==> src/hw/match_cfg.svh <==
`ifndef MATCH_CFG_SVH
`define MATCH_CFG_SVH

// number of job PEs sharing the history memory
`define NUM_JOB_PE 4

// history word address width, memory depth is 2**ADDR_WIDTH words
`define ADDR_WIDTH 8

// bytes per history word
`define WORD_BYTES 4

// word pairs compared per batch at most
`define MAX_MATCH_WORDS 4

// match length width, holds WORD_BYTES*MAX_MATCH_WORDS
`define ML_BITS 5

// job index width
`define JOB_ID_BITS 2

`endif

==> src/hw/match_pkg.sv <==
`include "match_cfg.svh"

package match_pkg;

  typedef logic [`ADDR_WIDTH-1:0] hist_addr_t;
  typedef logic [`JOB_ID_BITS-1:0] job_id_t;

  // byte 0 is compared first
  typedef logic [`WORD_BYTES-1:0][7:0] hist_word_t;

  typedef struct packed {
    hist_addr_t head_addr;
    logic       cand_valid;
    hist_addr_t cand_addr;
    logic       delim;
  } hash_batch_t;

  typedef struct packed {
    logic [`ML_BITS-1:0] ml;
    hist_addr_t          offset;
    logic                delim;
  } seq_t;

  // successor on the job ring
  function automatic job_id_t next_job(input job_id_t id);
    if (int'(id) == `NUM_JOB_PE - 1) begin
      return '0;
    end
    return id + 1'b1;
  endfunction

endpackage

==> src/hw/job_pe.sv <==
`include "match_cfg.svh"

module job_pe
  import match_pkg::*;
(
  input  logic        clk,
  input  logic        rst_n,
  input  logic        i_start,
  input  hash_batch_t i_batch,
  output logic        o_idle,
  output logic        o_rd_req,
  output hist_addr_t  o_rd_addr,
  input  logic        i_rd_gnt,
  input  hist_word_t  i_rd_data,
  output logic        o_done,
  output seq_t        o_seq,
  input  logic        i_taken
);

  localparam int WIDX_BITS = (`MAX_MATCH_WORDS > 1) ? $clog2(`MAX_MATCH_WORDS) : 1;

  typedef enum logic [2:0] {
    S_IDLE,
    S_REQ_HEAD,
    S_WAIT_HEAD,
    S_REQ_CAND,
    S_WAIT_CAND,
    S_DONE
  } state_t;

  state_t               state_q;
  hash_batch_t          batch_q;
  hist_word_t           head_word_q;
  logic [`ML_BITS-1:0]  ml_q;
  logic [WIDX_BITS-1:0] widx_q;
  logic [`ML_BITS-1:0]  eq_cnt;
  logic                 all_eq;
  logic                 last_word;

  // leading equal bytes, candidate word arrives on i_rd_data
  always_comb begin
    eq_cnt = '0;
    all_eq = 1'b1;
    for (int b = 0; b < `WORD_BYTES; b++) begin
      if (all_eq && head_word_q[b] == i_rd_data[b]) begin
        eq_cnt = eq_cnt + 1'b1;
      end else begin
        all_eq = 1'b0;
      end
    end
  end

  assign last_word = (int'(widx_q) == `MAX_MATCH_WORDS - 1);

  always_ff @(posedge clk) begin
    if (!rst_n) begin
      state_q <= S_IDLE;
    end else begin
      case (state_q)
        S_IDLE: begin
          if (i_start) begin
            state_q <= i_batch.cand_valid ? S_REQ_HEAD : S_DONE;
          end
        end
        S_REQ_HEAD: if (i_rd_gnt) state_q <= S_WAIT_HEAD;
        S_WAIT_HEAD: state_q <= S_REQ_CAND;
        S_REQ_CAND: if (i_rd_gnt) state_q <= S_WAIT_CAND;
        S_WAIT_CAND: begin
          // next pair only after a full word match
          state_q <= (all_eq && !last_word) ? S_REQ_HEAD : S_DONE;
        end
        S_DONE: if (i_taken) state_q <= S_IDLE;
        default: state_q <= S_IDLE;
      endcase
    end
  end

  always_ff @(posedge clk) begin
    if (state_q == S_IDLE && i_start) begin
      batch_q <= i_batch;
      ml_q    <= '0;
      widx_q  <= '0;
    end
    if (state_q == S_WAIT_HEAD) begin
      head_word_q <= i_rd_data;
    end
    if (state_q == S_WAIT_CAND) begin
      ml_q   <= ml_q + eq_cnt;
      widx_q <= widx_q + 1'b1;
    end
  end

  assign o_idle    = (state_q == S_IDLE);
  assign o_done    = (state_q == S_DONE);
  assign o_rd_req  = (state_q == S_REQ_HEAD) || (state_q == S_REQ_CAND);
  assign o_rd_addr = ((state_q == S_REQ_HEAD) ? batch_q.head_addr : batch_q.cand_addr)
                     + hist_addr_t'(widx_q);

  assign o_seq = '{
    ml:     ml_q,
    offset: batch_q.head_addr - batch_q.cand_addr,
    delim:  batch_q.delim
  };

endmodule

==> config.mk <==
export PLATFORM = sky130hd
export DESIGN_NAME = job_pe
export DESIGN_NICKNAME = d
export VERILOG_FILES = /design/src/hw/match_pkg.sv /design/src/hw/job_pe.sv
export VERILOG_INCLUDE_DIRS = /design/src /design/src/hw
export SDC_FILE = /design/constraint.sdc
export NUM_CORES = 1
export LEC_CHECK = 0
export ABC_AREA = 1
export ABC_CLOCK_PERIOD_IN_PS = 3300
export BUFFER_PORTS_ARGS = -buffer_cell sky130_fd_sc_hd__buf_2
export CORE_MARGIN = 2
export CORE_UTILIZATION = 35
export CTS_BUF_LIST = sky130_fd_sc_hd__clkbuf_4 sky130_fd_sc_hd__clkbuf_8
export DETAILED_ROUTE_END_ITERATION = 7
export PLACE_DENSITY_LB_ADDON = 0.12
export SYNTH_ARGS = -nofsm -noshare
export SYNTH_HDL_FRONTEND = slang
export SYNTH_SLANG_ARGS = --single-unit
export TNS_END_PERCENT = 5
==> constraint.sdc <==
create_clock -name clk -period 3.3 [get_ports clk]
set_input_delay 0.495 -clock clk [delete_from_list [all_inputs] [get_ports clk]]
set_output_delay 0.495 -clock clk [all_outputs]
set_load 0.005 [all_outputs]
======== Word-level counts from Yosys, hierarchy flattened ========
Index checks and enable logic that the tools add are counted.
cells by class
  $add $sub $neg .......................... 7
  eq/ne operators ......................... 14
  muxes and demuxes ....................... 20
  reductions and logical operators ........ 10
operators by type and width
  operator                                               count
  == test 8 bit                                          4
  2-to-1 mux 5 bit                                       4
  2-to-1 mux 3 bit                                       6
  case mux 3 bit (6 select lines)                        1
  adder 5 x 1 -> 5 bit, second input constant            2
  adder 8 x 2 -> 8 bit                                   1
  2-to-1 mux 8 bit                                       1
  subtractor 8 bit                                       1
  == test 3 x 2 -> 1 bit, second input constant          2
  == test 3 bit, second input constant                   2
  2-to-1 mux 2 bit                                       3
  inequality test 2 bit, second input constant           3
  adder 5 bit                                            1
  logical AND 1 bit                                      5
  2-to-1 mux 1 bit                                       5
  AND reduction 4 bit                                    1
  == test 3 x 1 -> 1 bit, second input constant          1
  logical NOT 3 bit                                      1
  adder 1 x 1 -> 2 bit, second input constant            1
  adder 2 x 1 -> 2 bit, second input constant            1
  == test 2 x 1 -> 1 bit, second input constant          1
  inequality test 2 x 1 -> 1 bit, second input constant  1
  nonzero test 2 bit                                     1
  logical NOT 1 bit                                      1
  logical OR 1 bit                                       1
storage, ports and cells
  register bits after elaboration ......... 59
  bits of input ports ..................... 55
  logic and storage cells ................. 61

======== Logic depth before layout (Yosys ltp) ========
Gate-level depths: netlist of run 1.
  depth in word-level cells ............... 11
  mapped depth ............................ 17

======== Least setup slack after synthesis of run 1 ========
No wires, ideal clock.
  path kind ............................... reg-to-reg
  from .................................... register state_q[1]
  to ...................................... register head_word_q[0] (netlist name) (enable)
  library setup time ...................... 0.461 ns
  arrival ................................. 2.703 ns
  data required time ...................... 2.839 ns
  slack ................................... 0.136 ns
  cell stages (with the launch flop) ...... 3
  buffers on the path ..................... 0
  clock period less this slack ............ 3.164 ns
  cell sequence ........................... dfxtp_1 > inv_1 > nor3_1
between the ends
  longest elaborated chain between the ends .. 1
RTL lines
  element                   RTL line      RTL
  start: declaration        job_pe.sv:31  state_t state_q;
  start signal: assignment  job_pe.sv:62  state_q <= i_batch.cand_valid ? S_REQ_HEAD : S_DONE;
  start signal: assignment  job_pe.sv:70  state_q <= (all_eq && !last_word) ? S_REQ_HEAD : S_DONE;
  == test 3 x 2 -> 1 bit    job_pe.sv:84  if (state_q == S_WAIT_HEAD) begin
  end signal: assignment    job_pe.sv:85  head_word_q <= i_rd_data;
  end: declaration          job_pe.sv:33  hist_word_t head_word_q;
No other way between the ends.
A chain may end at the register's enable or synchronous reset.

======== Worst setup path in the final report of run 1 ========
  from .................................... register state_q[0]
  to ...................................... output port o_rd_addr[7]
between the ends
  longest elaborated chain between the ends .. 3
RTL lines
  element                 RTL line      RTL
  == test 3 x 1 -> 1 bit  job_pe.sv:96  assign o_rd_addr = ((state_q == S_REQ_HEAD) ? batch_q.head_addr : batch_q.cand_addr)
  2-to-1 mux 8 bit        job_pe.sv:96
  adder 8 x 2 -> 8 bit    job_pe.sv:97  + hist_addr_t'(widx_q);
  end: declaration        job_pe.sv:12  output hist_addr_t o_rd_addr,
No other way between the ends.

==> results.yml, run 1 <==
worst_setup_path:
  rrSetupSlack_ns: 0.44
  r2r_end: "ml_q[4]"
  critical_path.startpoint_type: "register"
  r2r_start: "head_word_q[15]"
  r2r_cells: 15
  critical_path_class: "reg2out"
  crit_fanout: 16
  arrival_ns: 2.51
  crit_path_end_kind: "output pin"
  cp.required_ns: 2.80
  crit_start: "state_q[0]"
synthesis:
  netlist_area_mm2: 0.00317
  synth-seq-cells: 59
  syn_area_per_cell_um2: 10.1
  ys.flop_type: "edfxtp_1"
  yosysMostFrequentCell: "nand2_1"
  synthCells: 315
  ys_seq_area_share_pct: 54.9
  synth_top_area_cell: "edfxtp_1"
  synth_nets: 388
  ys_warn_count: 0
  synth_edf_count: 56
  synth.top_cell.area_share_pct: 53.0
  synth_cell_types: 31
  yosys-top-cells-area: "edfxtp_1 (53%), nand2_1 (8.6%), inv_1 (6.5%)"
  synthArstFlopShare_pct: 0
  synth_top_cells_by_count: "nand2_1 (73), edfxtp_1 (56), inv_1 (55)"
clock_network:
  clk_pin_slew_ns: 0.07
  root_buffer: "clkbuf_8"
  ctsResizeCount: 0
  cts_max_level: 3
  cts_tree: "done"
  ctsLongestPathBuffers: 2
  cts_hold_buf: 0
  clock_latency_ns: 0.34
  cts_buffers: 9
  cts_setup_buffers: 0
  cts_sinks: 59
timing:
  slew_violations: 0
  setup_violations: 0
  min_period_over_period_pct: 90.9
  skew_ns: 0.00852
  finalWorstSetupSlack_ns: 0.299
  hold_violations: 0
  rsz0062_at_grt: "no"
  fin_crit_ns: 3.00
  fin_setup_tns_ns: 0
  fmax_mhz: 333
  holdWs_ns: 0.323
global_routing:
  grt_max_degree: 33
  first_global_vias: 2170
  grt_overflow: 0
  antenna_found_initial: 0
  grt.total_usage_pct: 12.9
  grt_pass1_wl_mm: 9.70
routing:
  wl_met3_um: 331
  drc: 0
  first_iter_violations: 120
  wl_per_cell_um: 11.1
  vias_per_cell: 4.30
  wl_met1_mm: 2.48
  postRouteAntennaNets: 0
  drt_first_pass_iters: 4
  num_vias: 2229
  dr_wl_met2_mm: 2.84
  routed.top_layer: "met4"
  drt_wl_total_mm: 5.74
layout:
  num_antenna_cells: 0
  fin_util_pct: 45.0
  final_nets: 478
  nFillCells: 864
  final_cells: 518
  drive_gt1_share_pct: 25.9
  areaGrowthSynthToFinish_pct: 24.4
floorplan:
  die_y_um: 99.2
  core_area_mm2: 0.00876
  die_w_um: 99.2
  start_util_pct: 36.2
  ioPinCount: 80
  die_area_mm2: 0.00984
  row_count: 34
place:
  dp_cells: 502
  place_congestion: 0.797
  dp_hpwl_mm: 4.45
  dp_slack_ns: 0.206
  io_buffers: 79
pwr:
  cellPowerDensity_mw_per_mm2: 796
  p_leak_nw: 1.82
  peakVddDrop_v: 0.000286
worst_hold_path:
  min_from: "i_batch[7]"
  min_delay_path_depth: 1
  min_to: "batch_q[7]"
  hold_path.class: "in2reg"
status:
  status: "finished, final reports clean"
job:
  maxCapViolations: 0
==> placed cells by master (no fill, tap or decap), drive strengths merged, types with 2 or more instances in the layout <==
| master | Yosys | layout |
|---|---|---|
| nand2 | 76 | 76 |
| bufinv | 0 | 3 |
| inv | 56 | 56 |
| nand4 | 2 | 2 |
| o31ai | 2 | 2 |
| dfxtp | 3 | 3 |
| a31oi | 2 | 2 |
| clkbuf | 0 | 10 |
| nor3 | 5 | 5 |
| xnor2 | 23 | 23 |
| ha | 15 | 15 |
| nand3 | 3 | 3 |
| fa | 3 | 3 |
| xor2 | 10 | 10 |
| buf | 2 | 81 |
| nor2 | 25 | 25 |
| o21ai | 16 | 16 |
| a21oi | 11 | 11 |
| clkinv | 0 | 3 |
| edfxtp | 56 | 56 |
==> report_power, final <==
part	leakage [nW]	internal, mW	switching, mW
combinational	1.15	0.495	0.642
clock	0.121	0.505	0.288
sequential	0.548	1.09	0.122
==> layout make-up <==
cell class / instances / area, um^2 / share of cell area (%)
flip-flops and latches: 59 / 1740 / 44.1
well taps: 108 / 135 / 3.43
multi-input cells: 198 / 1210 / 30.7
clock buffers: 10 / 131 / 3.33
clock inverters: 6 / 104 / 2.63
repair buffers: 81 / 410 / 10.4
inverters: 56 / 210 / 5.33
==> per-stage QoR <==
stage	instance area (um^2)	total power [mW]
2_1_floorplan	3170	1.98
3_3_place_gp	3710	2.38
3_5_place_dp	3710	2.39
4_1_cts	3950	3.19
5_1_grt	3950	3.42
6_report	3950	3.14
==> metal layers <==
metal	track usage, %	vias up
li1	-	1194
met1	14.6	970
met2	21.6	54
met3	4.99	11
met4	5.48	0
met5	0	-
==> how the worst max path moves through the flow <==
| stage | cells past startpoint | to | slack (ns) |
|---|---|---|---|
| 6_report | 13 | o_rd_addr[7] | 0.30 |
| 5_1_grt | 15 | ml_q[4] | 0.01 |
| 4_1_cts | 13 | o_rd_addr[7] | 0.26 |
| 3_5_place_dp | 16 | ml_q[4] | 0.21 |
| 3_3_place_gp | 16 | ml_q[4] | 0.24 |
| 2_1_floorplan | 2 | head_word_q[0] | 0.14 |
==> critical path, stage by stage (launching register included) <==
cell     delay (ns)
dfxtp_1        0.40
inv_2          0.10
nor2_8         0.11
nand2_4        0.13
nand2_1        0.08
o21ai_0        0.15
ha_1           0.32
a21oi_1        0.07
or2_4          0.26
nor2_2         0.09
nand2_2        0.07
nor3_2         0.13
xnor2_1        0.13
buf_2          0.13
==> logic make-up (layout without fill, tap and decap cells) <==
logic type      Yosys count  count (layout)  share of synthesized area (%)
flops                    59              59                           54.9
mux                       1               1                          0.316
simple gates            114             114                           15.5
fa+ha+maj                18              18                           7.81
buf+inv                  58             153                           7.02
compound gates           31              31                           5.25
other cells               1               1                          0.118
xor+xnor                 33              33                           9.11
==> sequential cells by signal, indices dropped and copies added (netlist names) <==
register / cells
head_word_q: 32
batch_q: 16
widx_q: 2
state_q: 3
o_seq: 1
ml_q: 5
(Power assumes the default switching activity.)
==> run 2, diff against run 1 <==
ABC_CLOCK_PERIOD_IN_PS = 3500   (was 3300)
clock period = 3.5 ns   (was 3.3 ns; I/O delays follow)
==> results.yml, run 2 (synthesis results as in run 1) <==
status:
  status: "finished, final reports clean"
timing:
  hold_violations: 0
  skew_ns: 0.00878
  setup_violations: 0
  fin_setup_tns_ns: 0
  min_period_over_period_pct: 86.9
  rsz0062_at_grt: "no"
  slew_violations: 0
  fmax_mhz: 329
  fin_crit_ns: 3.04
worst_setup_path:
  crit_path_end_kind: "output pin"
  cp.required_ns: 2.97
  crit_fanout: 16
  path_buf_inv: 2
  max_stage_delay_ns: 0.40
  r2r_cells: 15
  critical_path_class: "reg2out"
  r2r_start: "head_word_q[14]"
  critical_path.startpoint_type: "register"
  cp.depth: 13
  crit_start: "state_q[0]"
  arrival_ns: 2.52
  crit_chain: "inv_2, nor2_8, nand2_4, nand2_1, o21ai_0, ha_1, a21oi_1, or2_4, nor2_2, nand2_2, nor3_2, xnor2_1, buf_2"
  cpLargestDelayFamily: "simple AND/OR/NAND/NOR gates"
  crit_end: "o_rd_addr[7]"
  crit_path_top_delay_cell: "dfxtp_1"
  r2r_end: "ml_q[4]"
  rrSetupSlack_ns: 0.63
floorplan:
  die_area_mm2: 0.00984
  core_area_mm2: 0.00876
  ioPinCount: 80
  row_count: 34
  die_w_um: 99.2
  die_y_um: 99.2
  start_util_pct: 36.2
routing:
  num_vias: 2271
  vias_per_cell: 4.38
  wl_per_cell_um: 11.2
  drt_wl_total_mm: 5.80
  drc: 0
  drt_first_pass_iters: 4
  first_iter_violations: 99
  postRouteAntennaNets: 0
worst_hold_path:
  min_delay_path_depth: 1
  hold_path.class: "in2reg"
global_routing:
  grt_pass1_wl_mm: 9.57
  grt_overflow: 0
  antenna_found_initial: 0
  grt.total_usage_pct: 12.6
  grt_max_degree: 33
  first_global_vias: 2159
pwr:
  p_leak_nw: 1.82
  pwr-share-seq_pct: 38.6
  p_sw_uw: 989
  combPwrFrac_pct: 36.4
  internal-power_mw: 1.97
  swShare_pct: 33.4
  peakVddDrop_v: 0.000278
  cellPowerDensity_mw_per_mm2: 750
  p_clk_share_pct: 25.1
  power_mw: 2.96
clock_network:
  cts_setup_buffers: 0
  ctsResizeCount: 0
  clock_latency_ns: 0.34
  root_buffer: "clkbuf_8"
  clk_pin_slew_ns: 0.07
  cts_sinks: 59
  cts_max_level: 3
  ctsLongestPathBuffers: 2
  cts_hold_buf: 0
  cts_tree: "done"
  cts_buffers: 9
layout:
  final_nets: 478
  layout_commonest_cell: "buf_2"
  num_antenna_cells: 0
  largest_reg_flops: 32
  regMostFlops: "head_word_q"
  drive_gt1_share_pct: 25.9
  areaGrowthSynthToFinish_pct: 24.4
  reg_top3: "head_word_q: 32 flops, batch_q: 16 flops, ml_q: 5 flops"
  final_cell_mix: "buf_2 (79), nand2_1 (73), edfxtp_1 (56)"
place:
  dp_hpwl_mm: 4.50
  io_buffers: 79
  place_congestion: 0.797
job:
  maxCapViolations: 0
run 2: cell counts in the layout (fill, tap and decap cells not counted):
Identical to the previous run, type by type.
run 2: power groups by stage:
stage	Combinational, mW	Clock, mW	Sequential, mW
floorplan	0.721	0	1.14
global placement	1.09	0	1.15
detailed placement	1.10	0	1.16
CTS	1.10	0.768	1.14
global route	1.25	0.794	1.17
finish	1.08	0.742	1.14
run 2: per-layer routing:
layer  GRT usage (%)  vias up  share of wire, %
li1                -     1193                 -
met1            14.4     1012                43
met2            21.6       56                50
met3            3.37       10               5.1
met4            6.53        0               2.1
met5               0        -                 0
run 2: through the flow:
stage               std cells  util, %  hold slack, ns  instance area (um^2)  setup slack (ns)
floorplan                 315        -           0.533                  3170             0.336
global placement          502     42.3           0.565                  3710             0.404
detailed placement        502     42.3           0.575                  3710             0.359
CTS                       518     45.0           0.337                  3950             0.441
global route              518     45.0           0.336                  3950             0.226
finish                    518     45.0           0.357                  3950             0.459
run 2: worst min-delay path by stage:
stage                           from         end  slack, ns
final                     i_batch[0]    o_seq[0]       0.36
after detailed placement  state_q[1]  state_q[1]       0.57
after floorplan           state_q[1]  state_q[1]       0.53
after global placement    state_q[1]  state_q[1]       0.57
after global routing      i_batch[0]    o_seq[0]       0.34
after CTS                 i_batch[7]  batch_q[7]       0.34
run 2: final cells by class:
type                            instances  area, um^2
Clock buffer                           10         131
Clock inverter                          6         104
Fill cell                             873        4820
Inverter                               56         210
Multi-Input combinational cell        198        1210
Sequential cell                        59        1740
Tap cell                              108         135
Timing Repair Buffer                   81         410
run 2: worst reg2reg max path: stages, from the launching register on:
cell	delay, ns
edfxtp_1	0.38
xnor2_1	0.16
nand2_1	0.07
nor2_1	0.15
nand2_1	0.07
nor2_1	0.22
ha_1	0.27
o31ai_1	0.24
inv_1	0.11
fa_1	0.42
nand2_1	0.07
inv_1	0.05
o21ai_0	0.13
nand2_1	0.08
o21ai_0	0.14
a21oi_1	0.06
==> run 3, diff against run 2 <==
CORE_UTILIZATION = 44   (was 35)
MAX_ROUTING_LAYER = met4   (was not set)
==> results.yml, run 3 (synthesis results as in run 1) <==
status:
  status: "finished, final reports clean"
worst_setup_path:
  crit_path_top_delay_cell: "dfxtp_1"
  critical_path.startpoint_type: "register"
  critical_path_class: "reg2out"
  crit_fanout: 16
  cp.required_ns: 2.97
  arrival_ns: 2.49
  crit_path_end_kind: "output pin"
  path_buf_inv: 2
  crit_chain: "inv_2, nor2_8, nand2_4, nand2_1, o21ai_0, ha_1, a21oi_1, or2_4, nor2_2, nand2_2, nor3_2, xnor2_1, buf_2"
  cpLargestDelayFamily: "simple AND/OR/NAND/NOR gates"
  max_stage_delay_ns: 0.40
global_routing:
  use_met1_pct: 17.9
  use_met3_pct: 3.79
  use_met2_pct: 27.0
  grt_pass1_wl_mm: 9.09
  grt_overflow: 0
  antenna_found_initial: 0
  grt.total_usage_pct: 16.0
  grt_max_degree: 33
  first_global_vias: 2128
  grt-busiest-layer: "met2"
floorplan:
  die_w_um: 88.9
  ioPinCount: 80
  core_area_mm2: 0.00687
  start_util_pct: 46.2
  row_count: 30
  die_y_um: 88.9
  die_area_mm2: 0.00790
timing:
  slew_violations: 0
  rsz0062_at_grt: "no"
  fmax_mhz: 332
  finalWorstSetupSlack_ns: 0.488
  hold_violations: 0
  setup_violations: 0
  fin_setup_tns_ns: 0
  fin_crit_ns: 3.01
  min_period_over_period_pct: 86.1
  holdWs_ns: 0.369
  skew_ns: 0.00833
clock_network:
  cts_buffers: 9
  cts_max_level: 3
  cts_hold_buf: 0
  ctsLongestPathBuffers: 2
  root_buffer: "clkbuf_8"
  cts_sinks: 59
  ctsResizeCount: 0
  cts_tree: "done"
  clk_pin_slew_ns: 0.06
  clock_latency_ns: 0.33
  cts_setup_buffers: 0
routing:
  first_iter_violations: 66
  postRouteAntennaNets: 0
  drc: 0
  drt_first_pass_iters: 5
  vias_per_cell: 4.52
  wl_per_cell_um: 11.2
  num_vias: 2281
  drt_wl_total_mm: 5.67
layout:
  largest_reg_flops: 32
  layout_commonest_cell: "buf_2"
  regMostFlops: "head_word_q"
  register_area_mm2: 0.00174
  reg_top3: "head_word_q: 32 flops, batch_q: 16 flops, ml_q: 5 flops"
  areaGrowthSynthToFinish_pct: 22.4
  multi_input_area_mm2: 0.00121
  nFillCells: 638
  num_antenna_cells: 0
  drive_gt1_share_pct: 25.9
  final_cell_mix: "buf_2 (79), nand2_1 (73), edfxtp_1 (56)"
  final_nets: 478
  final_cells: 505
place:
  dp_cells: 490
  dp_hpwl_mm: 4.57
  place_congestion: 0.804
  dp_slack_ns: 0.360
  io_buffers: 79
pwr:
  p_leak_nw: 1.80
  power_mw: 2.81
  peakVddDrop_v: 0.000295
  cellPowerDensity_mw_per_mm2: 723
job:
  maxCapViolations: 0
worst_hold_path:
  hold_path.class: "in2reg"
## run 3: stage by stage
stage / util [%] / instance area, um^2
after detailed placement: 53.8 / 3690
final: 56.5 / 3880
after global routing: 56.5 / 3880
after global placement: 53.8 / 3690
after floorplan: - / 3170
after CTS: 56.5 / 3880
## run 3: worst reg2reg max path: stages (launching register included)
cell      delay [ns]
edfxtp_1        0.39
xnor2_1         0.15
nand2_1         0.06
nor2_1          0.16
nand2_1         0.08
nor2_1          0.23
ha_1            0.28
o31ai_1         0.23
inv_1           0.10
fa_1            0.41
nand2_1         0.07
inv_1           0.04
o21ai_0         0.14
nand2_1         0.08
o21ai_0         0.15
a21oi_1         0.06
## run 3: routing by layer
| layer | vias up | part of all wire, % | routed length, um |
|---|---|---|---|
| met4 | 0 | 1.2 | 70 |
| met1 | 1018 | 42 | 2390 |
| met5 | - | 0 | 0 |
| met3 | 9 | 5.7 | 325 |
| met2 | 58 | 51 | 2890 |
| li1 | 1196 | - | - |
## run 3: cell type report
cell class | count | share of cell area, %
flip-flops and latches | 59 | 44.9
multi-input cells | 198 | 31.2
repair buffers | 81 | 10.6
inverters | 56 | 5.42
clock buffers | 12 | 3.77
well taps | 96 | 3.09
clock inverters | 3 | 1.03
## run 3: final timing paths
| path | start | end | slack, ns | cells after the start |
|---|---|---|---|---|
| worst min-delay path | i_batch[1] | batch_q[1] | 0.37 | 1 |
| worst max register to register | head_word_q[14] | ml_q[4] | 0.62 | 15 |
| worst min register to register | state_q[1] | state_q[1] | 0.59 | 2 |
| worst max-delay path | state_q[0] | o_rd_addr[7] | 0.49 | 13 |
## run 3: power breakdown
| part | switching, mW | internal [mW] |
|---|---|---|
| registers | 0.121 | 1.03 |
| logic | 0.606 | 0.466 |
| clock network | 0.240 | 0.346 |
| total | 0.968 | 1.84 |
